<file path="src/ctrl_tx_settings.svh">
/*
 * Control-frame transmit path settings.
 * Bus region, frame buffer and port FIFO sizes, and the bit
 * positions of the fields in the configuration word.
 */
`ifndef CTRL_TX_SETTINGS_SVH
`define CTRL_TX_SETTINGS_SVH

`define FRAME_RAM_REGION 8'h05  // top address byte served by the frame buffer
`define FRAME_RAM_WORDS  16     // 32-bit words, 64 bytes
`define PHY_PORTS        4
`define PHY_FIFO_DEPTH   16     // power of two, pointers wrap

// configuration word layout
`define CFG_TX_BIT       31
`define CFG_READY_BIT    30
`define CFG_BUSY_BIT     29
`define CFG_ABORT_BIT    28
`define CFG_PORT_LSB     24     // one-hot port field, PHY_PORTS wide
`define CFG_LEN_LSB      14     // 10-bit field, byte count minus one

`endif

</file>
<file path="src/ctrl_tx_pkg.sv">
/*
 * Control-frame transmit path types.
 * Port masks, the byte unit carried through every stream and FIFO,
 * the CPU bus request and the configuration write.
 */
`include "ctrl_tx_settings.svh"

package ctrl_tx_pkg;

	typedef logic [`PHY_PORTS-1:0] port_mask_t;  // one bit per port

	typedef struct packed {
		logic [7:0] data;
		logic       last;  // final byte of a frame
	} tx_byte_t;

	typedef struct packed {
		logic [31:0] addr;
		logic [31:0] wdata;
		logic [3:0]  wstrb;
	} mem_req_t;

	typedef struct packed {
		logic [3:0]  we;  // byte lane enables
		logic [31:0] di;
	} cfg_wr_t;

endpackage

</file>
<file path="src/frame_issuer.sv">
/*
 * Frame issuer.
 * CPU-visible 64-byte frame buffer and configuration register, plus the
 * FSM that requests the selected ports, pushes the frame one byte per
 * cycle in little-endian order and releases the ports afterwards.
 */
`timescale 1ns/1ps
`include "ctrl_tx_settings.svh"

module frame_issuer (
	input  logic                    clk,
	input  logic                    arst_n,
	input  logic                    mem_valid,
	input  ctrl_tx_pkg::mem_req_t   mem_req,
	output logic                    mem_ready,
	output logic [31:0]             mem_rdata,
	input  ctrl_tx_pkg::cfg_wr_t    cfg_wr,
	output logic [31:0]             cfg_rdata,
	output ctrl_tx_pkg::port_mask_t iss_req,
	input  logic                    iss_grant,
	output logic                    iss_valid,
	output ctrl_tx_pkg::tx_byte_t   iss_byte,
	input  logic                    iss_ready
);
	import ctrl_tx_pkg::*;

	localparam int WORD_AW = $clog2(`FRAME_RAM_WORDS);
	localparam int BYTE_AW = WORD_AW + 2;

	typedef enum logic [1:0] {S_IDLE, S_WAIT, S_SEND, S_END} state_t;

	logic [31:0]        frame_ram [`FRAME_RAM_WORDS];
	logic [WORD_AW-1:0] mem_idx;
	logic               mem_hit;

	logic               cfg_tx;
	logic               cfg_busy;
	logic               cfg_abort;
	port_mask_t         cfg_port;
	logic [9:0]         cfg_len;
	logic               tx_set;

	state_t             state;
	logic [BYTE_AW-1:0] tx_len;    // latched byte count minus one
	logic [BYTE_AW-1:0] byte_idx;  // index of the byte in iss_byte
	logic [BYTE_AW-1:0] load_idx;
	tx_byte_t           load_byte;
	logic               byte_load;

	// byte address, word index from bits above the lane
	assign mem_idx = mem_req.addr[WORD_AW+1:2];
	assign mem_hit = mem_valid && !mem_ready &&
		(mem_req.addr[31:24] == `FRAME_RAM_REGION);

	always_ff @(posedge clk or negedge arst_n)
	begin
		if (!arst_n)
			mem_ready <= 1'b0;
		else
			mem_ready <= mem_hit;  // single-cycle pulse
	end

	// read returns the word as it was before the lane merge
	always_ff @(posedge clk)
	begin
		if (mem_hit)
		begin
			mem_rdata <= frame_ram[mem_idx];
			for (int b = 0; b < 4; b++)
				if (mem_req.wstrb[b])
					frame_ram[mem_idx][b*8 +: 8] <= mem_req.wdata[b*8 +: 8];
		end
	end

	always_comb
	begin
		cfg_rdata                              = '0;
		cfg_rdata[`CFG_TX_BIT]                 = cfg_tx;
		cfg_rdata[`CFG_READY_BIT]              = !cfg_busy;
		cfg_rdata[`CFG_BUSY_BIT]               = cfg_busy;
		cfg_rdata[`CFG_ABORT_BIT]              = cfg_abort;
		cfg_rdata[`CFG_PORT_LSB +: `PHY_PORTS] = cfg_port;
		cfg_rdata[`CFG_LEN_LSB +: 10]          = cfg_len;
	end

	// a second tx write before the first is taken is not a new start
	assign tx_set = cfg_wr.we[3] && cfg_wr.di[`CFG_TX_BIT] && !cfg_busy && !cfg_tx;

	// first byte on grant, then the next one each time a byte moves
	assign load_idx       = (state == S_WAIT) ? '0 : byte_idx + 1'b1;
	assign load_byte.data = frame_ram[load_idx[BYTE_AW-1:2]][load_idx[1:0]*8 +: 8];
	assign load_byte.last = (load_idx == tx_len);
	assign byte_load      = !cfg_abort &&
		((state == S_WAIT && iss_grant) ||
		 (state == S_SEND && iss_valid && iss_ready && !iss_byte.last));

	always_ff @(posedge clk)
	begin
		if (state == S_IDLE && cfg_tx)
			tx_len <= cfg_len[BYTE_AW-1:0];
		if (byte_load)
			iss_byte <= load_byte;
	end

	always_ff @(posedge clk or negedge arst_n)
	begin
		if (!arst_n)
		begin
			state     <= S_IDLE;
			cfg_tx    <= 1'b0;
			cfg_busy  <= 1'b0;
			cfg_abort <= 1'b0;
			cfg_port  <= '0;
			cfg_len   <= '0;
			iss_req   <= '0;
			iss_valid <= 1'b0;
			byte_idx  <= '0;
		end
		else
		begin
			if (cfg_abort)
				cfg_abort <= 1'b0;  // one-shot
			if (byte_load)
				byte_idx <= load_idx;

			if (cfg_abort && (state == S_WAIT || state == S_SEND))
			begin
				iss_req   <= '0;  // drop locks, keep what was already pushed
				iss_valid <= 1'b0;
				state     <= S_END;
			end
			else
			begin
				case (state)
					S_IDLE:
					begin
						if (cfg_tx)
						begin
							cfg_tx   <= 1'b0;
							cfg_busy <= 1'b1;
							iss_req  <= cfg_port;
							state    <= S_WAIT;
						end
					end
					S_WAIT:
					begin
						if (iss_grant)
						begin
							iss_valid <= 1'b1;
							state     <= S_SEND;
						end
					end
					S_SEND:
					begin
						if (iss_valid && iss_ready && iss_byte.last)
						begin
							iss_valid <= 1'b0;
							state     <= S_END;
						end
					end
					S_END:
					begin
						// release the ports first, busy drops one edge later
						if (iss_req != '0)
							iss_req <= '0;
						else
						begin
							cfg_busy <= 1'b0;
							state    <= S_IDLE;
						end
					end
					default: state <= S_IDLE;
				endcase
			end

			if (tx_set)
				cfg_tx <= 1'b1;
			if (cfg_wr.we[3])
			begin
				cfg_port <= cfg_wr.di[`CFG_PORT_LSB +: `PHY_PORTS];
				if (cfg_busy)
					cfg_abort <= cfg_wr.di[`CFG_ABORT_BIT];  // ignored when idle
			end
			if (cfg_wr.we[2])
				cfg_len[9:2] <= cfg_wr.di[`CFG_LEN_LSB+2 +: 8];
			if (cfg_wr.we[1])
				cfg_len[1:0] <= cfg_wr.di[`CFG_LEN_LSB +: 2];
		end
	end

endmodule

</file>
<file path="src/phy_port_arbiter.sv">
/*
 * Port lock arbiter.
 * Each port FIFO is owned by the issuer, by the forwarding stream or
 * by nobody. A source only writes into ports it owns, so frames of the
 * two sources never interleave inside one FIFO.
 */
`timescale 1ns/1ps

module phy_port_arbiter (
	input  logic                    clk,
	input  logic                    arst_n,
	input  ctrl_tx_pkg::port_mask_t iss_req,
	output logic                    iss_grant,
	input  logic                    iss_valid,
	input  ctrl_tx_pkg::tx_byte_t   iss_byte,
	output logic                    iss_ready,
	input  logic                    fwd_valid,
	input  ctrl_tx_pkg::tx_byte_t   fwd_byte,
	input  ctrl_tx_pkg::port_mask_t fwd_port,
	output logic                    fwd_ready,
	output ctrl_tx_pkg::port_mask_t fifo_push,
	input  ctrl_tx_pkg::port_mask_t fifo_full,
	output ctrl_tx_pkg::tx_byte_t   fifo_din
);
	import ctrl_tx_pkg::*;

	port_mask_t own_iss;
	port_mask_t own_fwd;
	port_mask_t free_ports;
	port_mask_t fwd_claim;
	logic       iss_xfer;

	assign free_ports = ~(own_iss | own_fwd);
	assign fwd_claim  = fwd_valid ? fwd_port : '0;

	// stream may write into a free port or one it already holds
	assign fwd_ready = fwd_valid && (fwd_port != '0) &&
		((fwd_port & own_iss) == '0) && ((fwd_port & fifo_full) == '0);

	assign iss_grant = (iss_req != '0) && ((iss_req & ~own_iss) == '0);
	// one shared data bus, the stream takes it when both could move
	assign iss_ready = iss_grant && ((iss_req & fifo_full) == '0) && !fwd_ready;
	assign iss_xfer  = iss_valid && iss_ready;

	assign fifo_din  = fwd_ready ? fwd_byte : iss_byte;
	assign fifo_push = fwd_ready ? fwd_port : (iss_xfer ? iss_req : '0);

	always_ff @(posedge clk or negedge arst_n)
	begin
		if (!arst_n)
		begin
			own_iss <= '0;
			own_fwd <= '0;
		end
		else
		begin
			// issuer holds while requesting, and loses a tie on a free port
			own_iss <= iss_req & (own_iss | (free_ports & ~fwd_claim));
			if (fwd_ready)
				own_fwd <= fwd_byte.last ? (own_fwd & ~fwd_port) : (own_fwd | fwd_port);
		end
	end

endmodule

</file>
<file path="src/phy_tx_fifo.sv">
/*
 * Port transmit FIFO.
 * Circular buffer with an occupancy count and a valid/ready output.
 * Writers must respect full, a push while full is not checked here.
 */
`timescale 1ns/1ps
`include "ctrl_tx_settings.svh"

module phy_tx_fifo #(
	parameter type payload_t = logic [7:0]
) (
	input  logic     clk,
	input  logic     arst_n,
	input  logic     push,
	input  payload_t din,
	output logic     full,
	output logic     pop_valid,
	output payload_t dout,
	input  logic     pop_ready
);
	localparam int AW = $clog2(`PHY_FIFO_DEPTH);

	payload_t      mem [`PHY_FIFO_DEPTH];
	logic [AW-1:0] wr_ptr;
	logic [AW-1:0] rd_ptr;
	logic [AW:0]   count;
	logic          pop;

	assign pop_valid = (count != '0);
	assign full      = (count == (AW+1)'(`PHY_FIFO_DEPTH));
	assign pop       = pop_valid && pop_ready;
	assign dout      = mem[rd_ptr];  // visible the cycle after the push

	always_ff @(posedge clk)
	begin
		if (push)
			mem[wr_ptr] <= din;
	end

	always_ff @(posedge clk or negedge arst_n)
	begin
		if (!arst_n)
		begin
			wr_ptr <= '0;
			rd_ptr <= '0;
			count  <= '0;
		end
		else
		begin
			if (push)
				wr_ptr <= wr_ptr + 1'b1;  // wraps at depth
			if (pop)
				rd_ptr <= rd_ptr + 1'b1;
			case ({push, pop})
				2'b10:   count <= count + 1'b1;
				2'b01:   count <= count - 1'b1;
				default: count <= count;
			endcase
		end
	end

endmodule

</file>
<file path="src/ctrl_tx_top.sv">
/*
 * Control-frame transmit path, top level.
 * Frame issuer and forwarding stream share four port FIFOs through
 * the lock arbiter, each FIFO drains to its own PHY-side output.
 */
`timescale 1ns/1ps
`include "ctrl_tx_settings.svh"

module ctrl_tx_top (
	input  logic                    clk,
	input  logic                    arst_n,
	input  logic                    mem_valid,
	input  ctrl_tx_pkg::mem_req_t   mem_req,
	output logic                    mem_ready,
	output logic [31:0]             mem_rdata,
	input  ctrl_tx_pkg::cfg_wr_t    cfg_wr,
	output logic [31:0]             cfg_rdata,
	input  logic                    fwd_valid,
	input  ctrl_tx_pkg::tx_byte_t   fwd_byte,
	input  ctrl_tx_pkg::port_mask_t fwd_port,
	output logic                    fwd_ready,
	output logic [`PHY_PORTS-1:0]   phy_valid,
	output ctrl_tx_pkg::tx_byte_t   phy_byte [`PHY_PORTS],
	input  logic [`PHY_PORTS-1:0]   phy_ready
);
	import ctrl_tx_pkg::*;

	port_mask_t iss_req;
	logic       iss_grant;
	logic       iss_valid;
	logic       iss_ready;
	tx_byte_t   iss_byte;
	port_mask_t fifo_push;
	port_mask_t fifo_full;
	tx_byte_t   fifo_din;

	frame_issuer u_issuer (
		.clk       (clk),
		.arst_n    (arst_n),
		.mem_valid (mem_valid),
		.mem_req   (mem_req),
		.mem_ready (mem_ready),
		.mem_rdata (mem_rdata),
		.cfg_wr    (cfg_wr),
		.cfg_rdata (cfg_rdata),
		.iss_req   (iss_req),
		.iss_grant (iss_grant),
		.iss_valid (iss_valid),
		.iss_byte  (iss_byte),
		.iss_ready (iss_ready)
	);

	phy_port_arbiter u_arbiter (
		.clk       (clk),
		.arst_n    (arst_n),
		.iss_req   (iss_req),
		.iss_grant (iss_grant),
		.iss_valid (iss_valid),
		.iss_byte  (iss_byte),
		.iss_ready (iss_ready),
		.fwd_valid (fwd_valid),
		.fwd_byte  (fwd_byte),
		.fwd_port  (fwd_port),
		.fwd_ready (fwd_ready),
		.fifo_push (fifo_push),
		.fifo_full (fifo_full),
		.fifo_din  (fifo_din)
	);

	for (genvar p = 0; p < `PHY_PORTS; p++)
	begin : g_port
		phy_tx_fifo #(
			.payload_t (tx_byte_t)
		) u_fifo (
			.clk       (clk),
			.arst_n    (arst_n),
			.push      (fifo_push[p]),
			.din       (fifo_din),  // shared, push selects the ports
			.full      (fifo_full[p]),
			.pop_valid (phy_valid[p]),
			.dout      (phy_byte[p]),
			.pop_ready (phy_ready[p])
		);
	end

endmodule

</file>
<file path="config.mk">
export PLATFORM = sky130hd
export DESIGN_NAME = ctrl_tx_top
export DESIGN_NICKNAME = d
export VERILOG_FILES = /design/src/ctrl_tx_pkg.sv /design/src/frame_issuer.sv /design/src/phy_port_arbiter.sv /design/src/phy_tx_fifo.sv /design/src/ctrl_tx_top.sv
export VERILOG_INCLUDE_DIRS = /design/src
export SDC_FILE = /design/constraint.sdc
export NUM_CORES = 2
export LEC_CHECK = 0
export ABC_CLOCK_PERIOD_IN_PS = 4100
export BUFFER_PORTS_ARGS = -buffer_cell sky130_fd_sc_hd__buf_2
export CAP_MARGIN = 10
export CORE_MARGIN = 1.5
export CORE_UTILIZATION = 46
export CTS_BUF_LIST = sky130_fd_sc_hd__clkbuf_16
export CTS_CLUSTER_DIAMETER = 30
export DETAILED_ROUTE_END_ITERATION = 16
export PLACE_DENSITY = 0.74
export SLEW_MARGIN = 20
export SYNTH_ARGS = -nofsm -noshare
export SYNTH_HDL_FRONTEND = slang
export SYNTH_SLANG_ARGS = --single-unit
</file>
<file path="constraint.sdc">
create_clock -name clk -period 4.1 [get_ports clk]
set_input_delay 1.23 -clock clk [delete_from_list [all_inputs] [get_ports clk]]
set_output_delay 1.23 -clock clk [all_outputs]
set_load 0.05 [all_outputs]
</file>
==> impl_results.md <==
- Status: finished clean
- Critical-path cell list: buf_4 > buf_12 > mux4_2 > mux4_2 > buf_6
- Final Setup Violations: 0
- Crit path launch type: register
- Setup CP Type: reg2out
- I/O Pins: approximately 230
- Number of global-route vias before repair: 31,274
- Row cnt: roughly 120
- Final Cycle Share: 0.988
- # clock sinks: approximately 1,200
- Port Buffers: about 180
- Antenna violations before repair: 14
- Starting density of the core: 0.463
- Worst path required time: between 2000 and 3000 ps
- Worst-margin pin slew: 1110 ps
- Syn Area/Cell: between 15 and 20 um2
- Mapped Cells: between 2,000 and 3,000
- CTS root buf: clkbuf_16
- CP most frequent cell: mux4_2
- Post-route antenna net violation count: 0
- Min Clock Period, post-route: around 4000 ps
- Slew Limit Fails: 0
- GRT Total Usage: 0.238
- Remaining global-route overflow: 0
- Final instance count without filler cells: 5,115
- Clock buffer count from CTS: approximately 220
- Max-slew headroom: 0.260
- Final hold vios: 0
- Slowest cell on crit path: mux4_2
- Layout cells sized above 1: 0.330
- Synth Warn #: 0
- Drt first-iter violations: ~3,700
- Clock Latency Late Sink: approximately 820 ps
- CP max stage delay: 550 ps
- Max Clk Rate: between 0.2 and 0.25 GHz
- Reg clk slew, reported paths: about 60 ps
- DR vias: about 31,000
- Post-Route WL: roughly 140,000 um
- Area of the die: ~120,000 um2
- Core area: approximately 110,000 um2
- Max-Cap Viols: 0
- Synth Cell Area: 52,800 um2
- 1st-pass router iterations: 6
- Die width: 342 um
- Worst Path Arrival: approximately 2800 ps
- Filler cells: 8,339
- Yosys cell types: 74
- Post-DP HPWL: ~84,000 um
- Worst min path class: in2async
- Via density: a little over 6
- WL/cell: 27.0 um
- Fin nets: about 3,600
- Critical Path Sink Type: output pin
- Number of synthesized register bits: 1,226
- Cells after DPL: 4,691
- Area growth syn-to-layout: 21.4%
- Pin count of the biggest net entering global routing: 65
- Setup clock skew after layout: 25.7 ps
- Drt drc: 0
- Htree depth: 4
- Die H: 342 um
- GP Congestion: about 0.87
- Sequential share of the synthesized area: 0.689
- CTS tree: built
- First-pass GRT wire length: 203,000 um
- RSZ-0062 raised after global routing: yes
- Ys flop type: edfxtp_1
- Power Total: around 46 mW
- Multi-input gate area: approximately 15,000 um2
- Maximum vdd ir drop: 560 uV
- Post-synth EDFFs: between 1,000 and 1,500
- Pwr dens: ~720 nW/um2
- Crit path max fanout: 5
- FF/Latch Area: between 30,000 and 40,000 um2
- Max clock buf depth: 3
- Ys async rst share: 0.0742
- Static Leak: between 20 and 25 nW
-- power breakdown --
part | switching [mW] | leakage [nW] | internal (mW)
clock network | 6.46 | 3.63 | 11.3
registers | 0.868 | 11.3 | 15.3
logic | 7.49 | 6.87 | 4.85
-- stage by stage --
step | setup TNS, ps | setup WS (ps) | cell area, um2 | util | hold slack [ps]
floorplan | 0 | 47.0 | 52800 | - | 449
global placement | 0 | 54.2 | 56400 | 0.494 | 472
detailed placement | 0 | 75.6 | 56400 | 0.494 | 472
CTS | 0 | 1.20 | 64000 | 0.561 | 443
global route | -8.20 | -8.20 | 64000 | 0.562 | 498
finish | 0 | 48.3 | 64000 | 0.562 | 440
-- routing by layer --
| metal | wire length [um] | vias up | track usage |
|---|---|---|---|
| li1 | - | 12888 | - |
| met1 | 51000 | 15799 | 0.302 |
| met5 | 69 | - | 0 |
| met2 | 67700 | 1860 | 0.382 |
| met3 | 13500 | 343 | 0.0593 |
| met4 | 5820 | 12 | 0.117 |
-- sequential cells by signal, summed over array words and instances, names as in the netlist, named ones only --
signal,count
u_issuer.frame_ram,512
g_port.u_fifo.rd_ptr,16
u_issuer.cfg_port,4
u_issuer.cfg_busy,1
u_issuer.tx_len,6
g_port.u_fifo.count,20
u_issuer.cfg_tx,1
u_issuer.iss_valid,1
u_issuer.byte_idx,6
u_arbiter.own_iss,4
u_issuer.cfg_abort,1
g_port.u_fifo.mem,576
u_issuer.iss_byte,9
u_issuer.mem_ready,1
u_issuer.state,2
u_issuer.mem_rdata,32
u_issuer.cfg_len,10
u_issuer.iss_req,4
g_port.u_fifo.wr_ptr,16
-- cells in the mapped netlist (11+ instances only) --
| library cell | instances | area share |
|---|---|---|
| buf_6 | 11 | 0.0023 |
| nand4_1 | 15 | 0.0018 |
| nor3_1 | 24 | 0.0023 |
| xor2_1 | 21 | 0.0035 |
| nand3_1 | 105 | 0.010 |
| buf_1 | 27 | 0.0019 |
| edfxtp_1 | 1135 | 0.65 |
| a31oi_1 | 22 | 0.0026 |
| mux2_2 | 27 | 0.0058 |
| buf_2 | 54 | 0.0051 |
| mux4_2 | 371 | 0.16 |
| xnor2_1 | 37 | 0.0061 |
| ha_1 | 41 | 0.0097 |
| mux2i_1 | 63 | 0.012 |
| o211ai_1 | 16 | 0.0023 |
| inv_1 | 38 | 0.0027 |
| nand2_1 | 340 | 0.024 |
| a22oi_1 | 13 | 0.0018 |
| clkbuf_1 | 82 | 0.0058 |
| nand2b_1 | 17 | 0.0020 |
| a21oi_1 | 61 | 0.0058 |
| a221oi_1 | 18 | 0.0030 |
| nor2_1 | 145 | 0.010 |
| dfrtp_1 | 91 | 0.043 |
| and3_1 | 18 | 0.0021 |
| buf_4 | 26 | 0.0037 |
| o21ai_0 | 52 | 0.0049 |
-- cell families after synthesis --
| logic type | Yosys count | share of synthesized area |
|---|---|---|
| xor+xnor | 60 | 0.0102 |
| compound gates | 249 | 0.0316 |
| simple gates | 720 | 0.0607 |
| fa+ha+maj | 41 | 0.00972 |
| mux | 462 | 0.176 |
| flops | 1226 | 0.689 |
| buf+inv | 239 | 0.0220 |
| other cells | 1 | 0.0000711 |
-- worst max-delay path: cells and delay by family (launching register included) --
kind,cells,cell delay [ps]
buffers and inverters,3,450
flip-flops,1,460
multiplexers,2,1090
-- repair_timing --
item	in CTS	in global routing
buffers inserted	11	0
endpoints found under the setup margin	34	7
hold buffers	0	0
gates cloned	4	1
resized for setup	34	7
-- worst paths after layout --
path                                            start                        end  slack (ps)  depth (start not counted)
max                        g_port[3].u_fifo.rd_ptr[0]                phy_byte[5]          50                          5
min                                            arst_n  g_port[3].u_fifo.count[0]         440                          1
max reg2reg                         u_issuer.state[1]       u_issuer.iss_byte[4]         300                         10
min reg2reg                                  register                   register         480                          2
max in group asynchronous                      arst_n        u_issuer.cfg_len[9]        2870                          2
min in group clk                             register                   register         480                          2
-- placed cells by master, fill, tap and decap left out, types with 22 or more instances in the layout --
cell,Yosys,final
edfxtp_1,1135,1135
mux4_2,371,371
nand2_1,340,331
clkbuf_16,0,218
buf_4,26,183
buf_2,54,157
nor2_1,145,143
nand3_1,105,105
dfrtp_1,91,86
mux2i_1,63,62
a21oi_1,61,61
inv_1,38,60
o21ai_0,52,52
ha_1,41,41
inv_6,0,41
xnor2_1,37,37
clkinv_2,0,30
mux2_2,27,27
buf_12,1,25
nor3_1,24,24
bufinv_16,0,24
clkinvlp_4,0,23
a31oi_1,22,22
-- final cells by class --
| cell class | instances | area share |
|---|---|---|
| Tap cell | 1512 | 0.0295 |
| Antenna cell | 4 | 0.000156 |
| Clock buffer | 217 | 0.0848 |
| Inverter | 38 | 0.00223 |
| Sequential cell | 1226 | 0.568 |
| Multi-Input combinational cell | 1546 | 0.240 |
| Clock inverter | 188 | 0.0296 |
| Timing Repair Buffer | 384 | 0.0459 |
Power figures use the tool's default switching activity.
